==> src/verilog/dcache_defs.svh <==
//////////////////////////////////////////////////
// Data cache geometry and address map macros
//////////////////////////////////////////////////

`ifndef DCACHE_DEFS_SVH
`define DCACHE_DEFS_SVH

// Bus widths on both Wishbone ports
`define DCACHE_ADDR_W    32
`define DCACHE_DATA_W    32
`define DCACHE_SEL_W     4

// Line payload and words per line
`define DCACHE_LINE_W    128
`define DCACHE_BEATS     4

// Direct-mapped geometry, tag takes the remaining upper bits
`define DCACHE_DEPTH     64
`define DCACHE_INDEX_W   6
`define DCACHE_OFFSET_W  4
`define DCACHE_TAG_W     22

// Everything from here up bypasses the cache
`define DCACHE_IO_BASE   32'hF000_0000

`endif

==> src/verilog/dcache_pkg.sv <==
//////////////////////////////////////////////////
// Shared bus structs, line type and FSM enums
//////////////////////////////////////////////////

`include "dcache_defs.svh"

package dcache_pkg;

    // One Wishbone request, handshake bits travel separately
    typedef struct packed {
        logic [`DCACHE_ADDR_W-1:0] adr;
        logic [`DCACHE_DATA_W-1:0] dat;
        logic [`DCACHE_SEL_W-1:0]  sel;
        logic                      we;
    } wb_req_t;

    typedef struct packed {
        logic [`DCACHE_DATA_W-1:0] dat;
    } wb_rsp_t;

    // Jobs handed to the memory controller
    typedef enum logic [1:0] {
        MEM_READ_WORD,
        MEM_WRITE_WORD,
        MEM_FILL_LINE
    } mem_op_e;

    typedef enum logic [2:0] {
        ST_INIT,
        ST_IDLE,
        ST_LOOKUP,
        ST_FILL,
        ST_MEM,
        ST_ACK
    } ctrl_state_e;

    typedef logic [`DCACHE_BEATS-1:0][`DCACHE_DATA_W-1:0] line_t;

endpackage

==> src/verilog/dcache_memctrl.sv <==
//////////////////////////////////////////////////
// Wishbone master for word cycles and line fills
//////////////////////////////////////////////////

`include "dcache_defs.svh"

module dcache_memctrl import dcache_pkg::*; (
    input  logic                      aclk,
    input  logic                      reset,
    input  logic                      op_valid,
    input  mem_op_e                   op,
    input  wb_req_t                   op_req,
    output logic                      op_done,
    output wb_rsp_t                   op_rdata,
    output logic                      fill_wen,
    output logic [`DCACHE_ADDR_W-1:0] fill_addr,
    output line_t                     fill_line,
    output logic                      mem_cyc,
    output logic                      mem_stb,
    output wb_req_t                   mem_req,
    input  logic                      mem_ack,
    input  wb_rsp_t                   mem_rsp
);

    logic [`DCACHE_OFFSET_W-3:0] beat_q;
    logic [`DCACHE_OFFSET_W-3:0] slot;
    logic                        is_fill;
    logic                        beat_ack;
    logic                        last_ack;
    line_t                       line_q;

    assign is_fill  = (op == MEM_FILL_LINE);
    assign beat_ack = mem_cyc && mem_stb && mem_ack;
    assign last_ack = beat_ack
                   && (!is_fill || beat_q == (`DCACHE_OFFSET_W-2)'(`DCACHE_BEATS - 1));

    // Single words land in their own slot, so one read path serves both cases
    assign slot = is_fill ? beat_q : op_req.adr[`DCACHE_OFFSET_W-1:2];

    // Bus request follows the held op, fills walk the aligned line
    always_comb begin
        mem_req    = op_req;
        mem_req.we = (op == MEM_WRITE_WORD);
        if (is_fill) begin
            mem_req.adr = {op_req.adr[`DCACHE_ADDR_W-1:`DCACHE_OFFSET_W], beat_q, 2'b00};
            mem_req.sel = '1;
        end
    end

    //////////////////////////////////////////////////
    // Cycle sequencing
    //////////////////////////////////////////////////

    always_ff @(posedge aclk) begin
        if (reset) begin
            mem_cyc  <= 1'b0;
            mem_stb  <= 1'b0;
            beat_q   <= '0;
            op_done  <= 1'b0;
            fill_wen <= 1'b0;
        end else begin
            op_done  <= last_ack;
            fill_wen <= last_ack && is_fill;
            if (!mem_cyc) begin
                // No restart while the done pulse is still out
                if (op_valid && !op_done) begin
                    mem_cyc <= 1'b1;
                    mem_stb <= 1'b1;
                    beat_q  <= '0;
                end
            end else if (mem_stb) begin
                if (mem_ack) begin
                    mem_stb <= 1'b0;
                    beat_q  <= beat_q + 1'b1;
                    if (last_ack) begin
                        mem_cyc <= 1'b0;
                    end
                end
            end else begin
                // Next beat after one idle strobe cycle
                mem_stb <= 1'b1;
            end
        end
    end

    always_ff @(posedge aclk) begin
        if (beat_ack) begin
            line_q[slot] <= mem_rsp.dat;
        end
    end

    assign op_rdata.dat = line_q[op_req.adr[`DCACHE_OFFSET_W-1:2]];
    assign fill_addr    = op_req.adr;
    assign fill_line    = line_q;

endmodule

==> config.mk <==
export PLATFORM = sky130hd
export DESIGN_NAME = dcache_memctrl
export DESIGN_NICKNAME = d
export VERILOG_FILES = /design/src/verilog/dcache_pkg.sv /design/src/verilog/dcache_memctrl.sv
export VERILOG_INCLUDE_DIRS = /design/src /design/src/verilog
export SDC_FILE = /design/constraint.sdc
export NUM_CORES = 1
export LEC_CHECK = 0
export BUFFER_PORTS_ARGS = -buffer_cell sky130_fd_sc_hd__buf_2
export CAP_MARGIN = 5
export CORE_AREA = 5 5 141 143
export DETAILED_ROUTE_END_ITERATION = 6
export DIE_AREA = 0 0 146 148
export PLACE_DENSITY = 0.63
export SYNTH_ARGS = -nofsm -noshare
export SYNTH_HDL_FRONTEND = slang
export SYNTH_SLANG_ARGS = --single-unit
==> constraint.sdc <==
create_clock -name aclk -period 4.5 [get_ports aclk]
set_input_delay 0.9 -clock aclk [delete_from_list [all_inputs] [get_ports aclk]]
set_output_delay 0.9 -clock aclk [all_outputs]
set_load 0.005 [all_outputs]
[Word-level counts from Yosys, hierarchy flattened]
Cells that the tools add are included.
Operators by class
  $add $sub $neg: 1
  $lt $le $gt $ge: 3
  eq/ne operators: 5
  mux-type cells: 21
  reduce and logical (&&, ||, !) cells: 11
Operator list (number)
  128-bit bitwise mux: 1
  32-bit binary-select mux with 2-bit select: 1
  32-bit demux with 2-bit select: 1
  32-bit two-way mux: 2
  2-bit two-way mux: 5
  1-bit two-way mux: 9
  4-bit two-way mux: 2
  1-bit logical AND: 6
  2-bit by 3-bit less-than comparator with 1-bit output, second input constant: 2
  2-bit equality test, second input constant: 2
  2-bit by 1-bit inequality test with 1-bit output, second input constant: 2
  3-bit AND reduction: 1
  2-bit by 1-bit adder with 2-bit output, second input constant: 1
  2-bit by 1-bit equality test with 1-bit output, second input constant: 1
  2-bit by 1-bit greater-or-equal comparator with 1-bit output, second input constant: 1
  1-bit logical NOT: 2
  2-bit nonzero test: 1
  1-bit logical OR: 1
Word-level totals
  register bits after elaboration: 134
  input bits: 107
  output and inout bits: 265
  logic and storage cells: 50

[Longest topological paths before layout]
  depth after elaboration: 8
  depth in mapped cells: 4
  depth with buffers taken out: 3

[Worst setup path after synthesis]
Ideal clock, no wire load.
  path kind: in2reg
  from: input op_req[40] in the netlist's numbering
  to: register line_q, in the netlist fill_line[32] (enable)
  library setup time: 0.432 ns
  data arrival time: 3.004 ns
  required time: 4.068 ns
  slack: 1.064 ns
  cell stages on the path: 4
  path buffers: 2
  cells stage by stage: buf_2 > buf_2 > nand3b_1 > a21oi_1
RTL lines
  start, declared: RTL line dcache_memctrl.sv:12  | input wb_req_t op_req,
  end signal, assigned by index: RTL line dcache_memctrl.sv:88  | line_q[slot] <= mem_rsp.dat;
  end, declared: RTL line dcache_memctrl.sv:30  | line_t line_q;

==> results.txt <==
----------------------------------------------------
[Outcome]
  Status ... finished, final reports clean

[Timing]
  Skew final ... 0.00517 ns
  Setup_tns ... 0 ns
  Smallest setup slack after layout ... 1.15 ns
  Final max-slew violation count ... 0
  Final number of setup-violating endpoints ... 0
  Min Tclk post-route ... 3.35 ns
  Slew at the pin closest to its max-slew limit ... 1.07 ns
  Relative slew slack ... 28.8%
  Fin. Hold Viols ... 0
  Maximum operating frequency ... 0.299 GHz
  RSZ-0062 raised after global routing ... no
  Period utilization ... 74.4%

[Floorplan]
  I/O pin count ... 372
  Die boundary width ... 146 um
  Row count ... 50
  Die boundary height ... 148 um
  Starting density of the core ... 31.1%
  Die Footprint ... 0.0216 mm^2
  Placeable core region ... 0.0185 mm^2

[Worst setup path]
  Most used cell along the critical path ... sky130_fd_sc_hd__buf_2
  FF-to-FF path depth ... 3
  Maximum fanout along the worst path ... 20
  Setup slack, reg-to-reg ... 2.38 ns
  Slowest stage cell on the critical path ... sky130_fd_sc_hd__mux4_2
  Required time of the critical path ... 3.60 ns
  Crit path largest cell delay ... 0.56 ns
  Arrival time at the worst endpoint ... 2.45 ns
  CP Capture Type ... output pin
  Reg-to-Reg End ... fill_line[110]
  WS Path Type ... in -> out
  Critical path cell sequence ... buf_2, buf_12, mux4_2, buf_2
  R2r startpoint ... mem_cyc
  Critical path startpoint category ... input port

[Placement]
  Final RePlAce weighted congestion ... 0.727
  Count of input and output buffers ... 222
  Pre-CTS setup slack ... 1.12 ns
  HPWL after detailed placement ... 13900 um

[Clock network]
  Clock edge transition at the registers on the reported setup and hold paths ... 0.06 ns
  Root Buffer ... sky130_fd_sc_hd__clkbuf_16
  Post-CTS Resized ... 0
  TritonCTS clock tree ... built
  Clock Path Buffers ... 2
  Num Clock Sinks ... 134
  Post-CTS Setup Bufs ... 0
  Htree depth ... 4
  Hold-fix buffers, CTS ... 0
  Clock latency of the later-clocked register in the worst-skew pair ... 0.40 ns
  Number of buffers created by CTS ... 17

[Route]
  First-pass iteration count of the detailed router ... 4
  Residual DRC count ... 0
  Drt initial violations ... 145
  Wire length per cell ... 25.6 um
  Via count normalized by instance count ... 4.74
  Remaining antenna violation count ... 0
  Via count ... 3336
  Total wirelength of the detailed-routed design ... 18000 um

[Synthesis]
  Combinational family with the most area after synthesis ... buffers and inverters
  Register area share after synthesis ... 69.0%
  Post-Synth XOR/XNOR Area ... 0%
  Adder-cell share of the synthesized area ... 0.218%
  Post-synthesis instance area ... 0.00575 mm^2
  Warning count from the yosys run ... 0
  Post-synthesis mux area share ... 12.9%
  Number of distinct library cell variants in the gate-level netlist after synthesis ... 24
  Simple-gate area share of the yosys netlist ... 3.53%
  Number of standard cells after synthesis ... 314
  Synthesized flop and latch total ... 134
  Compound-Gate Fraction of Synth Area ... 0.762%
  Post-synthesis average cell area ... 18.3 um^2
  Net Count, Synth ... 422

[Power]
  Total leakage power ... 0.00271 uW
  IR Drop Worst-Case VDD ... 0.229 mV
  Ratio of total power to cell area ... 403 mW/mm^2

[Worst hold path]
  Hold wc startpoint ... beat_q[1]
  Path type of the worst min-delay path ... reg -> reg
  Cells on Worst Hold Path ... 2
  End point of the most critical hold path ... beat_q[1]

[Layout]
  Total Nets Final ... 565
  Synth-to-Final Area Change ... 22.6%
  Proportion of layout cells with a drive suffix above 1 ... 61.1%
  N_diodes ... 0

[Global route]
  Number of antenna violations at the first check in global routing ... 0
  Overall fraction of global-route tracks in use ... 16.2%
  Vias in the first global route ... 3725
  Largest net degree at the start of global routing ... 39
  Global-route wire length before repair ... 25600 um
  Grt total ovfl ... 0

[Job]
  Number of maximum-capacitance violations ... 0

----------------------------------------------------
## state kept, by name (all words and copies together) (netlist names)
| name | count |
|---|---|
| mem_stb | 1 |
| mem_cyc | 1 |
| fill_line | 128 |
| beat_q | 2 |
| fill_wen | 1 |
| op_done | 1 |
## cells in the final DEF (no fill, tap or decap), drive strengths merged, types with 2 or more instances in the layout
master    Yosys  final
nand3         5      5
a21oi         5      5
nand2b        6      6
buf         101    226
bufinv        0      2
nor3          6      6
nand3b        4      4
dfxtp         6      6
nand2         8      8
and2          2      2
mux4         32     32
clkinv        0     10
nor2b         3      3
clkbuf        1     17
clkinvlp      0      3
edfxtp      128    128
## Yosys cell counts
cell | n | area share (%)
sky130_fd_sc_hd__ha_1 | 1 | 0.22
sky130_fd_sc_hd__nand2_1 | 8 | 0.52
sky130_fd_sc_hd__o21a_1 | 1 | 0.13
sky130_fd_sc_hd__clkbuf_1 | 1 | 0.065
sky130_fd_sc_hd__buf_4 | 92 | 12
sky130_fd_sc_hd__nor2b_1 | 3 | 0.33
sky130_fd_sc_hd__buf_6 | 2 | 0.39
sky130_fd_sc_hd__dfxtp_1 | 6 | 2.1
sky130_fd_sc_hd__buf_12 | 2 | 0.70
sky130_fd_sc_hd__o221a_2 | 1 | 0.20
sky130_fd_sc_hd__mux4_2 | 27 | 11
sky130_fd_sc_hd__buf_2 | 5 | 0.44
sky130_fd_sc_hd__nor2_1 | 1 | 0.065
sky130_fd_sc_hd__edfxtp_1 | 128 | 67
sky130_fd_sc_hd__or3b_2 | 1 | 0.15
sky130_fd_sc_hd__and2_1 | 2 | 0.22
sky130_fd_sc_hd__nand2b_1 | 6 | 0.65
sky130_fd_sc_hd__a21oi_1 | 5 | 0.44
sky130_fd_sc_hd__and3_1 | 1 | 0.11
sky130_fd_sc_hd__nor3_1 | 6 | 0.52
sky130_fd_sc_hd__nand3_1 | 5 | 0.44
sky130_fd_sc_hd__nand3b_1 | 4 | 0.52
sky130_fd_sc_hd__inv_1 | 1 | 0.065
sky130_fd_sc_hd__mux4_1 | 5 | 2.3
## where the power goes
group	switching (uW)	total, uW	leakage [uW]	internal, uW
Combinational	78.1	150	0.00124	71.5
Clock	503	1310	0.000269	805
Sequential	6.39	1380	0.00120	1380
## final cells by class
cell class,instances,area [um^2]
fillers,1748,11400
flip-flops and latches,134,3960
repair buffers,226,1190
multi-input cells,77,1030
clock buffers,17,425
well taps,234,293
clock inverters,15,139
inverters,1,3.75
## worst max-delay path: cells and delay by family
| kind | cells | cell delay [ns] |
|---|---|---|
| multiplexers | 1 | 0.56 |
| buffers and inverters | 3 | 0.95 |
## logic make-up after synthesis
group / after synthesis
and+or+nand+nor: 37
AOI/OAI and AO/OA: 7
adders and majority gates: 1
buffers and inverters: 103
muxes: 32
DFF: 134
## metal layers
metal / vias up / wire (um) / GRT usage (%)
met5: - / 0 / 0.455
met4: 0 / 528 / 6.40
met3: 23 / 2370 / 9.84
met2: 257 / 9340 / 27.9
met1: 1657 / 5800 / 15.8
li1: 1399 / - / -
## through the flow
| stage | utilization [%] | instances | instance area, um^2 | power, uW | hold slack (ns) |
|---|---|---|---|---|---|
| floorplan | - | 314 | 5750 | 1550 | 0.504 |
| global placement | 35.1 | 672 | 6480 | 1560 | 0.530 |
| detailed placement | 35.1 | 672 | 6480 | 1560 | 0.535 |
| CTS | 38.2 | 704 | 7050 | 2870 | 0.544 |
| global route | 38.2 | 704 | 7050 | 2950 | 0.592 |
| finish | 38.2 | 704 | 7050 | 2840 | 0.549 |
## worst max path at each step
stage,start,end,slack (ns),depth (start not counted)
final,op_req[39],op_rdata[19],1.15,4
after global routing,op_req[39],op_rdata[19],1.03,4
after CTS,op_req[39],op_rdata[19],1.10,4
after detailed placement,op_req[39],op_rdata[19],1.12,4
after global placement,op_req[39],op_rdata[19],1.14,4
after floorplan,op_req[40],fill_line[32],1.06,4
Note: power is estimated with default switching activity, not from simulation.
