===== src/verilog/dcache_defs.svh =====
//////////////////////////////////////////////////
// Data cache geometry and address map macros
//////////////////////////////////////////////////

`ifndef DCACHE_DEFS_SVH
`define DCACHE_DEFS_SVH

// Bus widths on both Wishbone ports
`define DCACHE_ADDR_W    32
`define DCACHE_DATA_W    32
`define DCACHE_SEL_W     4

// Line payload and words per line
`define DCACHE_LINE_W    128
`define DCACHE_BEATS     4

// Direct-mapped geometry, tag takes the remaining upper bits
`define DCACHE_DEPTH     64
`define DCACHE_INDEX_W   6
`define DCACHE_OFFSET_W  4
`define DCACHE_TAG_W     22

// Everything from here up bypasses the cache
`define DCACHE_IO_BASE   32'hF000_0000

`endif


===== src/verilog/dcache_pkg.sv =====
//////////////////////////////////////////////////
// Shared bus structs, line type and FSM enums
//////////////////////////////////////////////////

`include "dcache_defs.svh"

package dcache_pkg;

    // One Wishbone request, handshake bits travel separately
    typedef struct packed {
        logic [`DCACHE_ADDR_W-1:0] adr;
        logic [`DCACHE_DATA_W-1:0] dat;
        logic [`DCACHE_SEL_W-1:0]  sel;
        logic                      we;
    } wb_req_t;

    typedef struct packed {
        logic [`DCACHE_DATA_W-1:0] dat;
    } wb_rsp_t;

    // Jobs handed to the memory controller
    typedef enum logic [1:0] {
        MEM_READ_WORD,
        MEM_WRITE_WORD,
        MEM_FILL_LINE
    } mem_op_e;

    typedef enum logic [2:0] {
        ST_INIT,
        ST_IDLE,
        ST_LOOKUP,
        ST_FILL,
        ST_MEM,
        ST_ACK
    } ctrl_state_e;

    typedef logic [`DCACHE_BEATS-1:0][`DCACHE_DATA_W-1:0] line_t;

endpackage


===== src/verilog/dcache_ctrl.sv =====
//////////////////////////////////////////////////
// Request engine: hit/miss, uncached and write-through
//////////////////////////////////////////////////

`include "dcache_defs.svh"

module dcache_ctrl import dcache_pkg::*; (
    input  logic                      aclk,
    input  logic                      reset,
    // CPU side
    input  logic                      cpu_cyc,
    input  logic                      cpu_stb,
    input  wb_req_t                   cpu_req,
    output logic                      cpu_ack,
    output wb_rsp_t                   cpu_rsp,
    // Cache blocks
    input  logic                      cache_ready,
    input  logic                      hit,
    input  wb_rsp_t                   hit_word,
    output logic [`DCACHE_ADDR_W-1:0] lookup_addr,
    output logic                      upd_wen,
    output wb_req_t                   upd_req,
    // Memory controller
    output logic                      op_valid,
    output mem_op_e                   op,
    output wb_req_t                   op_req,
    input  logic                      op_done,
    input  wb_rsp_t                   op_rdata
);

    ctrl_state_e state_q;
    ctrl_state_e state_d;
    wb_req_t     req_q;
    wb_rsp_t     rsp_q;
    logic        cpu_io;
    logic        req_io;

    // Uncached region check, on the bus and on the held request
    assign cpu_io = (cpu_req.adr >= `DCACHE_IO_BASE);
    assign req_io = (req_q.adr >= `DCACHE_IO_BASE);

    //////////////////////////////////////////////////
    // FSM
    //////////////////////////////////////////////////

    always_comb begin
        state_d = state_q;
        case (state_q)
            ST_INIT: begin
                // Hold off requests until the sweep is done
                if (cache_ready) begin
                    state_d = ST_IDLE;
                end
            end
            ST_IDLE: begin
                if (cpu_cyc && cpu_stb) begin
                    state_d = (cpu_req.we || cpu_io) ? ST_MEM : ST_LOOKUP;
                end
            end
            ST_LOOKUP: begin
                state_d = hit ? ST_ACK : ST_FILL;
            end
            ST_FILL, ST_MEM: begin
                if (op_done) begin
                    state_d = ST_ACK;
                end
            end
            ST_ACK: begin
                state_d = ST_IDLE;
            end
            default: begin
                state_d = ST_INIT;
            end
        endcase
    end

    always_ff @(posedge aclk) begin
        if (reset) begin
            state_q <= ST_INIT;
        end else begin
            state_q <= state_d;
        end
    end

    // Request and response holding registers
    always_ff @(posedge aclk) begin
        if (state_q == ST_IDLE && cpu_cyc && cpu_stb) begin
            req_q <= cpu_req;
        end
        if (state_q == ST_LOOKUP && hit) begin
            rsp_q <= hit_word;
        end else if ((state_q == ST_FILL || state_q == ST_MEM) && op_done) begin
            rsp_q <= op_rdata;  // fill word or uncached read data
        end
    end

    //////////////////////////////////////////////////
    // Outputs
    //////////////////////////////////////////////////

    assign cpu_ack = (state_q == ST_ACK);
    assign cpu_rsp = rsp_q;

    // Blocks register this, so the IDLE cycle address is looked up in LOOKUP
    assign lookup_addr = cpu_req.adr;

    // Cached bytes follow the memory write, blocks drop it on a tag mismatch
    assign upd_wen = (state_q == ST_MEM) && op_done && req_q.we && !req_io;
    assign upd_req = req_q;

    assign op_valid = (state_q == ST_FILL) || (state_q == ST_MEM);
    assign op_req   = req_q;

    always_comb begin
        if (state_q == ST_FILL) begin
            op = MEM_FILL_LINE;
        end else if (req_q.we) begin
            op = MEM_WRITE_WORD;
        end else begin
            op = MEM_READ_WORD;
        end
    end

endmodule


===== config.mk =====
export PLATFORM = sky130hd
export DESIGN_NAME = dcache_ctrl
export DESIGN_NICKNAME = d
export VERILOG_FILES = /design/src/verilog/dcache_pkg.sv /design/src/verilog/dcache_ctrl.sv
export VERILOG_INCLUDE_DIRS = /design/src /design/src/verilog
export SDC_FILE = /design/constraint.sdc
export NUM_CORES = 1
export LEC_CHECK = 0
export BUFFER_PORTS_ARGS = -buffer_cell sky130_fd_sc_hd__buf_2
export CORE_AREA = 2 2 135 137
export CTS_BUF_LIST = sky130_fd_sc_hd__clkbuf_16
export CTS_CLUSTER_SIZE = 8
export DETAILED_ROUTE_END_ITERATION = 12
export DIE_AREA = 0 0 137 139
export MAX_ROUTING_LAYER = met4
export PLACE_DENSITY = 0.55
export SYNTH_ARGS = -nofsm -noshare
export SYNTH_HDL_FRONTEND = slang
export SYNTH_SLANG_ARGS = --single-unit

===== constraint.sdc =====
create_clock -name aclk -period 5.6 [get_ports aclk]
set_input_delay 0.56 -clock aclk [delete_from_list [all_inputs] [get_ports aclk]]
set_output_delay 0.56 -clock aclk [all_outputs]
set_load 0.05 [all_outputs]

== Word level (Yosys, flattened, before mapping) ==
Index checks and enable logic that the tools add are counted.

* Register bits after elaboration: 104
* Bits of input ports: 140
* Output and inout port bits: 207

* $lt $le $gt $ge: 2
* Equal/unequal tests: 8
* Mux-type cells: 10
* Reduce and logical (&&, ||, !) cells: 15

{| class="wikitable"
|+ Operators by type and width
! operator !! number
|-
| 32-bit >= comparator (second input constant) || 2
|-
| 32-bit 2-to-1 mux || 2
|-
| 3-bit 2-to-1 mux || 5
|-
| 3-bit one-hot mux with 5 select lines || 1
|-
| 1-bit logical AND || 8
|-
| 3-bit by 2-bit equality test with 1-bit output (second input constant) || 2
|-
| 3-bit equality test (second input constant) || 2
|-
| 2-bit inequality test (second input constant) || 3
|-
| 3-bit by 1-bit equality test with 1-bit output (second input constant) || 1
|-
| 3-bit zero test || 1
|-
| 3-bit AND reduction || 1
|-
| 1-bit logical OR || 2
|-
| 2-bit 2-to-1 mux || 1
|-
| 2-bit nonzero test || 1
|-
| 2-bit OR reduction || 1
|-
| 1-bit zero test || 1
|-
| 1-bit 2-to-1 mux || 1
|}

== Depth between registers and ports, before layout ==
Gate-level depths: netlist (run 1).

* Depth in word-level cells: 5
* Depth in mapped cells: 5
* Mapped depth without buffers: 4

== Least setup slack after synthesis (run 1) ==
Ideal clock, no wire load.

* Kind: register -> register
* Start: register state_q[1]
* End: register req_q (netlist bit op_req[0]) (enable)
* Arrival: 3,508 ps
* Path slack: 1,596 ps
* Cell stages (with the launch flop): 5
* Path buffers: 1
* Clock period less this slack: 4,004 ps
* Path through: dfxtp_1 > buf_6 > nor2_1 > nand2_1 > nor2_1

* Cells in the longest elaborated chain, start to end: 3

{| class="wikitable"
|+ Ends and longest elaborated chain
! what !! line !! text
|-
| start, declared || dcache_ctrl.sv:31 || <nowiki>ctrl_state_e state_q;</nowiki>
|-
| start signal, assigned || dcache_ctrl.sv:81 || <nowiki>state_q <= state_d;</nowiki>
|-
| 3-bit by 1-bit equality test with 1-bit output || dcache_ctrl.sv:87 || <nowiki>if (state_q == ST_IDLE && cpu_cyc && cpu_stb) begin</nowiki>
|-
| 1-bit logical AND (2 in a row) || dcache_ctrl.sv:87 ||
|-
| end signal, assigned || dcache_ctrl.sv:88 || <nowiki>req_q <= cpu_req;</nowiki>
|-
| end, declared || dcache_ctrl.sv:33 || <nowiki>wb_req_t req_q;</nowiki>
|}

No other way between the ends.
A chain may end at the register's enable or synchronous reset.

== Worst setup path after layout (run 1) ==
* Start: register state_q[2]
* End: output port upd_wen

* Cells in the longest elaborated chain, start to end: 4

{| class="wikitable"
|+ Ends and longest elaborated chain
! what !! line !! text
|-
| 3-bit equality test || dcache_ctrl.sv:108 || <nowiki>assign upd_wen = (state_q == ST_MEM) && op_done && req_q.we && !req_io;</nowiki>
|-
| 1-bit logical AND (3 in a row) || dcache_ctrl.sv:108 ||
|-
| end, declared || dcache_ctrl.sv:21 || <nowiki>output logic upd_wen,</nowiki>
|}

No other way between the ends.

==> results of run 1 <==
[registers in the layout, summed over array words and instances, names as in the netlist]
| signal | flops |
|---|---|
| cpu_rsp | 32 |
| op_req | 69 |
| state_q | 3 |
[cell usage in the layout, fill, tap and decap left out]
cell type	instances
o21ai_1	1
mux2i_1	1
o21ai_0	3
nand4_1	1
or3b_4	1
a41oi_1	1
clkinv_2	2
o2111ai_1	1
nand2_1	4
or3_1	1
clkbuf_16	9
clkinv_8	1
inv_2	1
inv_1	3
and2_1	1
and3_1	1
buf_2	346
inv_8	1
a21o_1	1
nand3b_1	1
and4_2	1
mux2_2	2
a21oi_1	3
nor2_1	4
clkinvlp_4	1
o32ai_1	1
a21oi_2	2
o31ai_4	1
inv_6	2
mux2_4	30
buf_4	2
edfxtp_1	101
nor3_1	3
nand2b_4	1
nand3_1	3
dfxtp_1	3
nor2_4	1
[Yosys cell counts, types with 3 or more instances]
library cell,count
a21oi_1,3
inv_1,3
nand2_1,4
nand3_1,3
dfxtp_1,3
nor2_1,5
mux2_4,30
buf_6,6
nor3_1,3
o21ai_0,3
edfxtp_1,101
buf_4,101
[metrics by stage]
step / instance area, sq um / cells / total power, W / hold WS [ns] / setup WS, ns
after CTS: 6158 / 771 / 0.002004 / 0.3576 / 3.365
final: 6158 / 771 / 0.001976 / 0.3777 / 3.393
after global placement: 5871 / 755 / 0.001380 / 0.5991 / 3.303
after floorplan: 4641 / 285 / 0.001299 / 0.5678 / 1.596
after global routing: 6158 / 771 / 0.002058 / 0.3604 / 3.288
after detailed placement: 5871 / 755 / 0.001385 / 0.6490 / 3.270
[worst max path at each step]
stage / endpoint / slack (ns) / cells past startpoint
after global routing: upd_wen / 3.29 / 3
after CTS: upd_wen / 3.37 / 3
final: upd_wen / 3.39 / 3
after floorplan: op_req[0] / 1.60 / 4
after detailed placement: cpu_rsp[31] / 3.27 / 3
after global placement: cpu_rsp[31] / 3.30 / 3
[metal layers]
layer / vias to the layer above / global-route usage / part of all wire
met1: 1450 / 0.1336 / 0.39
met5: - / - / 0
met3: 21 / 0.03399 / 0.10
met2: 224 / 0.1909 / 0.48
li1: 1422 / - / -
met4: 0 / 0.05969 / 0.026
[area by class of cell]
| type | instances | area [sq um] | share of cell area |
|---|---|---|---|
| Clock buffer | 9 | 225.2 | 0.03657 |
| Multi-Input combinational cell | 70 | 729.5 | 0.1184 |
| Inverter | 4 | 15.01 | 0.002438 |
| Clock inverter | 7 | 62.56 | 0.01016 |
| Sequential cell | 104 | 3093 | 0.5022 |
| Tap cell | 229 | 286.5 | 0.04653 |
| Timing Repair Buffer | 348 | 1747 | 0.2836 |
[report_power, final]
part / internal (W) / switching (W) / total, W / leakage [nW]
logic: 0.000116 / 0.000324 / 0.000440 / 1.68
registers: 0.000902 / 0.0000218 / 0.000924 / 0.939
clock network: 0.000310 / 0.000301 / 0.000612 / 0.141
total: 0.00133 / 0.000647 / 0.00198 / 2.76
[kinds of logic (layout without fill, tap and decap cells)]
logic type             Yosys count  after routing
flip-flops                     104            104
multiplexers                    33             33
buffers and inverters          111            368
AO/OA/AOI/OAI                   14             14
AND/OR/NAND/NOR                 23             23
[worst max-delay path: cells and delay by family (launching register included)]
kind	cells	cell delay (ns)
simple gates	2	0.56
buf+inv	1	0.26
flops	1	0.47
==> results.yml, run 1 <==
run_status:
  status: "complete, no violations"
critical_path:
  reg2reg_slack_ns: 3.41
  r2r-start: "state_q[0]"
  crit_path_cell_trace: "or3b_4, nor2_1, buf_2"
  required_ns: 5.04
  endpoint_kind: "primary output"
  r2r_cells: 3
  arrival_ns: 1.65
  slowest_delay_ns: 0.47
  timing.rr.end: "cpu_rsp[31]"
  crit_fanout: 6
  worstSetupPathType: "reg -> out"
  cp-startpoint: "state_q[2]"
  crit_slowest_cell: "dfxtp_1"
  critPathLaunchType: "flip-flop"
grt:
  grt_pass1_vias: 3117
  grt-ovfl-total: 0
  track_usage: 0.1186
  grt_max_degree: 70
  antenna_found_initial: 0
  grt_pass1_wl_microns: 16380
synthesis:
  synthesis.nets: 425
  synth-edff-count: 101
  synthXorXnorAreaFrac: 0
  yosysTopAreaCellShare: 0.6535
  avgSynthCellArea_sq_um: 16.28
  synthMuxAreaShare: 0.1041
  synth_largest_area_cell: "edfxtp_1"
  seq_area_frac_synth: 0.6665
  synthAdderAreaFrac: 0
  ys_warn_count: 0
  ys_async_sr_fraction: 0
  synth_cell_type_count: 30
  synthTopCellsByArea: "edfxtp_1 (65%), buf_4 (16%), mux2_4 (9.7%), buf_6 (1.5%), dfxtp_1 (1.3%)"
  synthSimpleGateAreaFrac: 0.02804
  syn_inst: 285
  synth_top_family_by_area: "buffers and inverters"
  synth_area_sq_mm: 0.004641
  ys.flop_type: "edfxtp_1"
  ys_seq_elements: 104
  synth_compound_area_frac: 0.02022
finish:
  diodes: 0
  fin_nets: 677
  nFillCells: 1768
  layout-drive-gt1-share: 0.7454
  synthToLayoutAreaGrowth_pct: 32.70
  fin_util: 0.3488
sta:
  slew_viol_final: 0
  fin_crit_sh: 0.3942
  final.setup_skew_ns: 0.009572
  tightest_slew_ns: 1.060
  post-route-min-period_ns: 2.207
  hold_viol_final: 0
  rsz0062_at_grt: "false"
  max_slew_margin: 0.2935
  setup_viol: 0
  fmax_ghz: 0.4530
  setup_tns_ns: 0
power:
  ir_drop_v: 0.0001313
  power_density_mw_per_mm2: 320.8
  leakagePower_nw: 2.761
min_path:
  worstHoldStart: "cpu_req[20]"
  hold_path.class: "in -> reg"
  hold_depth: 1
  hold_end: "op_req[20]"
clocking:
  hold_buffers: 0
  clkTransAtPathRegs_ns: 0.08
  cts_tree: "yes"
  postCtsSetupBuffers: 0
  insertion_delay_ns: 0.35
  clk_path_buf_depth: 2
  h-tree-depth: 3
  numCtsBuffers: 9
  cts_sinks: 104
  clockRootBuffer: "clkbuf_16"
  cts-resized-gates: 0
drt:
  viasPerCell: 4.043
  drtPass1Iterations: 6
  drt_iter0_drc: 208
  postRouteAntennaNets: 0
  drc: 0
  wl_microns: 11740
  wl_per_cell_microns: 15.22
  dr_total_vias: 3117
floorplanning:
  io_pins: 347
  die_h_microns: 139
  num_rows: 49
  fp.dieW_microns: 137
  start_util: 0.2628
  core_sq_mm: 0.01766
  die-area_sq_mm: 0.01904
place:
  place_hpwl_microns: 9390
  gp_congestion: 0.8757
  io_buffers: 346
job:
  cap_violations: 0
Power figures use the tool's default switching activity.
==> run 2: changes to the inputs <==
--- a/config.mk
+++ b/config.mk
@@ -6,12 +6,13 @@
 export SDC_FILE = /design/constraint.sdc
 export NUM_CORES = 1
 export LEC_CHECK = 0
+export ABC_AREA = 1
 export BUFFER_PORTS_ARGS = -buffer_cell sky130_fd_sc_hd__buf_2
-export CORE_AREA = 2 2 135 137
+export CORE_AREA = 2 2 134 136
 export CTS_BUF_LIST = sky130_fd_sc_hd__clkbuf_16
 export CTS_CLUSTER_SIZE = 8
 export DETAILED_ROUTE_END_ITERATION = 12
-export DIE_AREA = 0 0 137 139
+export DIE_AREA = 0 0 136 138
 export MAX_ROUTING_LAYER = met4
 export PLACE_DENSITY = 0.55
 export SYNTH_ARGS = -nofsm -noshare
==> constraint.sdc (replaced) <==
create_clock -name aclk -period 2.16 [get_ports aclk]
set_input_delay 0.216 -clock aclk [delete_from_list [all_inputs] [get_ports aclk]]
set_output_delay 0.216 -clock aclk [all_outputs]
set_load 0.05 [all_outputs]
==> results.yml, run 2 <==
critical_path:
  timing.rr.end: "cpu_rsp[27]"
  crit_path_cell_trace: "nor2_2, nand4_1, a41oi_1, buf_2"
  r2r_cells: 6
  worstSetupPathType: "reg -> out"
  crit_slowest_cell: "dfxtp_1"
  crit_fanout: 7
  arrival_ns: 1.53
  endpoint_kind: "primary output"
  required_ns: 1.94
  slowest_delay_ns: 0.38
  reg2reg_slack_ns: 0.43
  critPathLaunchType: "flip-flop"
  cp_num_buf_inv: 1
  r2r-start: "state_q[2]"
  crit_family: "flip-flops"
clocking:
  h-tree-depth: 3
  cts-resized-gates: 0
  cts_sinks: 104
  insertion_delay_ns: 0.35
  postCtsSetupBuffers: 0
  hold_buffers: 0
  clk_path_buf_depth: 2
  clkTransAtPathRegs_ns: 0.07
  numCtsBuffers: 9
  clockRootBuffer: "clkbuf_16"
  cts_tree: "yes"
floorplanning:
  num_rows: 49
  die_h_microns: 138
  die-area_sq_mm: 0.01877
  fp.dieW_microns: 136
  start_util: 0.2579
  core_sq_mm: 0.01753
  io_pins: 347
synthesis:
  ys.flop_type: "edfxtp_1"
  synth_cell_type_count: 17
  synth_largest_area_cell: "edfxtp_1"
  synthTopCellsByCount: "nand2_1 (111), buf_4 (101), edfxtp_1 (101)"
  seq_area_frac_synth: 0.6840
  syn_inst: 365
  ys_async_sr_fraction: 0
  synthTopCellsByArea: "edfxtp_1 (67%), buf_4 (17%), nand2_1 (9.2%), dfxtp_1 (1.3%), inv_1 (0.83%)"
  synth_area_sq_mm: 0.004522
  synth_most_common_cell: "nand2_1"
  avgSynthCellArea_sq_um: 12.39
  yosysTopAreaCellShare: 0.6707
  ys_warn_count: 0
  synthesis.nets: 505
  ys_seq_elements: 104
  synth-edff-count: 101
place:
  placed_cell_area_sq_mm: 0.005818
  place_hpwl_microns: 10330
  gp_congestion: 0.7806
  io_buffers: 346
min_path:
  hold_end: "op_req[15]"
  hold_path.class: "in -> reg"
  worstHoldStart: "cpu_req[15]"
  hold_depth: 1
power:
  p_total_w: 0.006151
  leakagePower_nw: 2.908
  power_density_mw_per_mm2: 1004
  ir_drop_v: 0.0005423
sta:
  hold_ws_ns: 0.03966
  fin_crit_sh: 0.8105
  setup_viol: 0
  post-route-min-period_ns: 1.751
  max_slew_margin: 0.6379
  hold_viol_final: 0
  fmax_ghz: 0.5712
  tightest_slew_ns: 0.5423
  rsz0062_at_grt: "false"
  slew_viol_final: 0
  final.setup_skew_ns: 0.009256
  setup_tns_ns: 0
grt:
  grt_pass1_vias: 3132
  grt_pass1_wl_microns: 17570
  grt-ovfl-total: 0
  track_usage: 0.1319
  grt_max_degree: 70
  antenna_found_initial: 1
finish:
  final_cell_mix: "buf_2 (346), nand2_1 (111), edfxtp_1 (101)"
  synthToLayoutAreaGrowth_pct: 35.45
  final_common_cell: "buf_2"
  layout-drive-gt1-share: 0.6083
  fin_nets: 758
  design_area_sq_mm: 0.006125
  largest_reg_flops: 69
  nFillCells: 1801
drt:
  drc: 0
  viasPerCell: 3.822
  wl_microns: 12720
  drtPass1Iterations: 4
  postRouteAntennaNets: 0
  dr_total_vias: 3260
  drt_iter0_drc: 119
  wl_per_cell_microns: 14.91
run_status:
  status: "complete, no violations"
job:
  cap_violations: 0
-- run 2: cell types whose count changed after synthesis, sizes merged, moves of 2 or more --
| cell | delta |
|---|---|
| nor3 | -3 |
| nand4 | +2 |
| nand3 | +2 |
| inv | +9 |
| mux2 | -32 |
| nand2 | +112 |
| o21ai | -3 |
| nor2 | +6 |
-- run 2: per-layer routing --
| metal | global-route usage | share of wire | vias up |
|---|---|---|---|
| met3 | 0.04804 | 0.11 | 13 |
| met5 | - | 0 | - |
| met2 | 0.2272 | 0.51 | 205 |
| met1 | 0.1393 | 0.37 | 1426 |
| met4 | 0.04221 | 0.015 | 0 |
| li1 | - | - | 1616 |
-- run 2: logic make-up (layout without fill, tap and decap cells) --
kind of cell           after synthesis  count (layout)  share of synthesized area
buffers and inverters              120             378                     0.1851
AND/OR/NAND/NOR                    135             135                     0.1234
other                                0               1                          0
flip-flops                         104             104                     0.6840
AO/OA/AOI/OAI                        6               6                   0.007470
-- run 2: final cells by class --
type	instances	area, sq um	share of cell area
sequential	104	3093	0.5050
timing repair buffer	349	1779	0.2905
multi-input combinational	141	610.6	0.09969
tap	229	286.5	0.04678
clock buffer	9	225.2	0.03677
clock inverter	7	78.83	0.01287
inverter	13	48.80	0.007967
antenna	1	2.502	0.0004086
-- run 2: worst max path at each step --
stage,start,endpoint,cells past startpoint
floorplan,state_q[2],op_req[0],3
global placement,state_q[2],cpu_rsp[24],6
detailed placement,state_q[2],cpu_rsp[25],6
CTS,state_q[1],upd_wen,4
global route,state_q[2],cpu_rsp[29],6
finish,state_q[1],upd_wen,4
-- run 2: per-stage QoR --
| stage | instances | util | setup WS, ns |
|---|---|---|---|
| floorplan | 365 | - | 0.1131 |
| global placement | 836 | 0.3318 | 0.4702 |
| global route | 853 | 0.3493 | 0.2662 |
| detailed placement | 836 | 0.3318 | 0.4314 |
| finish | 853 | 0.3493 | 0.4094 |
| CTS | 852 | 0.3492 | 0.3819 |
-- run 2: report_power, final --
group	leakage, nW	switching (W)	internal [W]
Clock	0.149	0.000744	0.000911
Sequential	0.939	0.000104	0.00246
Combinational	1.82	0.00152	0.000409
==> run 3: changes to the inputs <==
--- a/config.mk
+++ b/config.mk
@@ -14,7 +14,7 @@
 export DETAILED_ROUTE_END_ITERATION = 12
 export DIE_AREA = 0 0 136 138
 export MAX_ROUTING_LAYER = met4
-export PLACE_DENSITY = 0.55
+export PLACE_DENSITY = 0.57
 export SYNTH_ARGS = -nofsm -noshare
 export SYNTH_HDL_FRONTEND = slang
 export SYNTH_SLANG_ARGS = --single-unit
==> constraint.sdc (replaced) <==
create_clock -name aclk -period 1.5 [get_ports aclk]
set_input_delay 0.15 -clock aclk [delete_from_list [all_inputs] [get_ports aclk]]
set_output_delay 0.15 -clock aclk [all_outputs]
set_load 0.05 [all_outputs]
==> results.yml, run 3 (synthesized netlist as in run 2, its figures left out) <==
drt:
  postRouteAntennaNets: 0
  drc: 0
  wl_per_cell_microns: 14.80
  drt_iter0_drc: 96
  wl_microns: 13720
  drtPass1Iterations: 4
  viasPerCell: 3.926
  dr_total_vias: 3639
critical_path:
  critPathLaunchType: "flip-flop"
  crit_fanout: 16
  required_ns: 1.55
  worstSetupPathType: "reg -> reg"
  arrival_ns: 1.67
  endpoint_kind: "flip-flop"
grt:
  top_usage_layer: "met2"
  met3_usage: 0.04290
  grt_pass1_vias: 3552
  track_usage: 0.1412
  met1_usage: 0.1537
  use_met2: 0.2439
  grt-ovfl-total: 0
  grt_max_degree: 39
  antenna_found_initial: 0
  grt_pass1_wl_microns: 19260
sta:
  fmax_ghz: 0.6181
  fin_ws_ns: -0.1179
  setup_tns_ns: -2.752
  post-route-min-period_ns: 1.618
  final.setup_skew_ns: 0.01477
  max_slew_margin: 0.7786
  hold_viol_final: 0
  setup_viol: 34
  fin_crit_sh: 1.079
  rsz0062_at_grt: "true"
  tightest_slew_ns: 0.3321
  slew_viol_final: 0
floorplanning:
  fp.dieW_microns: 136
  die-area_sq_mm: 0.01877
  start_util: 0.2579
  num_rows: 49
  io_pins: 347
  die_h_microns: 138
  core_sq_mm: 0.01753
clocking:
  cts_tree: "yes"
  cts_sinks: 104
  clkTransAtPathRegs_ns: 0.08
  numCtsBuffers: 9
  h-tree-depth: 3
  clockRootBuffer: "clkbuf_16"
  clk_path_buf_depth: 2
  insertion_delay_ns: 0.35
power:
  pwr-share-seq: 0.404
  p_total_w: 0.009176
  leakagePower_nw: 3.258
  p_clk_frac: 0.243
  intPower_w: 0.005616
  ir_drop_v: 0.0005404
  swShare: 0.3880
  p_comb_frac: 0.354
  p_sw_w: 0.003560
  power_density_mw_per_mm2: 1310
min_path:
  hold_path.class: "in -> reg"
finish:
  nFillCells: 1687
  synthToLayoutAreaGrowth_pct: 54.90
  final_common_cell: "buf_2"
  fin_nets: 833
  largest_reg_flops: 69
  diodes: 0
  final_cell_mix: "buf_2 (341), nand2_1 (110), edfxtp_1 (101)"
  layout-drive-gt1-share: 0.5731
job:
  cap_violations: 0
place:
  io_buffers: 346
  place_hpwl_microns: 9942
  gp_congestion: 0.8032
run_status:
  status: "finished with violations"
  violations: "setup timing"
run 3: cell count changes in the layout (fill, tap and decap cells not counted), sizes merged:
cell	change
inv	+2
buf	+8
diode	-1
clkbuf	+2
clkinvlp	-1
bufinv	-1
dlygate4sd3	+65
run 3: path summary, 6_finish.rpt:
kind               startpoint         end  slack, ns  cells past startpoint
setup / recovery   state_q[0]  cpu_rsp[2]      -0.12                      7
hold / removal    cpu_req[55]  op_req[55]       0.02                      1
setup reg to reg   state_q[0]  cpu_rsp[2]      -0.12                      7
hold reg to reg    state_q[2]  state_q[2]       0.53                      2
run 3: timing repair:
action | in CTS | in global routing
pin swaps | 1 | 5
buffers inserted | 2 | 3
cloned | 0 | 2
resized for setup | 11 | 16
hold endpoints to repair | 67 | 0
setup endpoints to repair | 4 | 69
hold buffers | 65 | 0
run 3: area by class of cell:
class / count / area, sq um / share of cell area
inverters: 13 / 56.30 / 0.008039
multi-input cells: 141 / 671.9 / 0.09593
repair buffers: 424 / 2606 / 0.3721
clock buffers: 9 / 225.2 / 0.03215
well taps: 229 / 286.5 / 0.04091
flip-flops and latches: 104 / 3104 / 0.4432
clock inverters: 7 / 53.80 / 0.007681
run 3: per-layer routing:
| layer | wire, microns | up-vias |
|---|---|---|
| li1 | - | 1760 |
| met1 | 5281 | 1648 |
| met2 | 6946 | 218 |
| met3 | 1255 | 13 |
| met4 | 241 | 0 |
| met5 | 0 | - |
run 3: through the flow:
step                utilization  setup slack [ns]  cell area [sq um]  hold slack [ns]  cells
floorplan                     -           -0.4586               4591           0.2094    365
global placement         0.3371           0.08414               5911           0.3267    840
detailed placement       0.3371           0.05409               5911           0.3281    840
CTS                      0.3929           -0.1343               6889         0.003415    923
global route             0.3995           -0.2023               7004        0.0009224    927
finish                   0.3995           -0.1179               7004          0.02325    927
run 3: power groups by stage:
stage | clock network [W] | registers (W) | logic [W]
6_report | 0.00223 | 0.00370 | 0.00325
5_1_grt | 0.00245 | 0.00373 | 0.00343
4_1_cts | 0.00233 | 0.00370 | 0.00310
3_5_place_dp | 0 | 0.00378 | 0.00289
3_3_place_gp | 0 | 0.00377 | 0.00288
2_1_floorplan | 0 | 0.00456 | 0.00150
run 3: worst max-delay path, stage by stage (launching register included):
cell and delay [ns]:
dfxtp_4 0.37, buf_6 0.12, inv_4 0.04, nand3_2 0.08, nor2_4 0.15, inv_2 0.07
a21oi_4 0.25, clkbuf_16 0.25
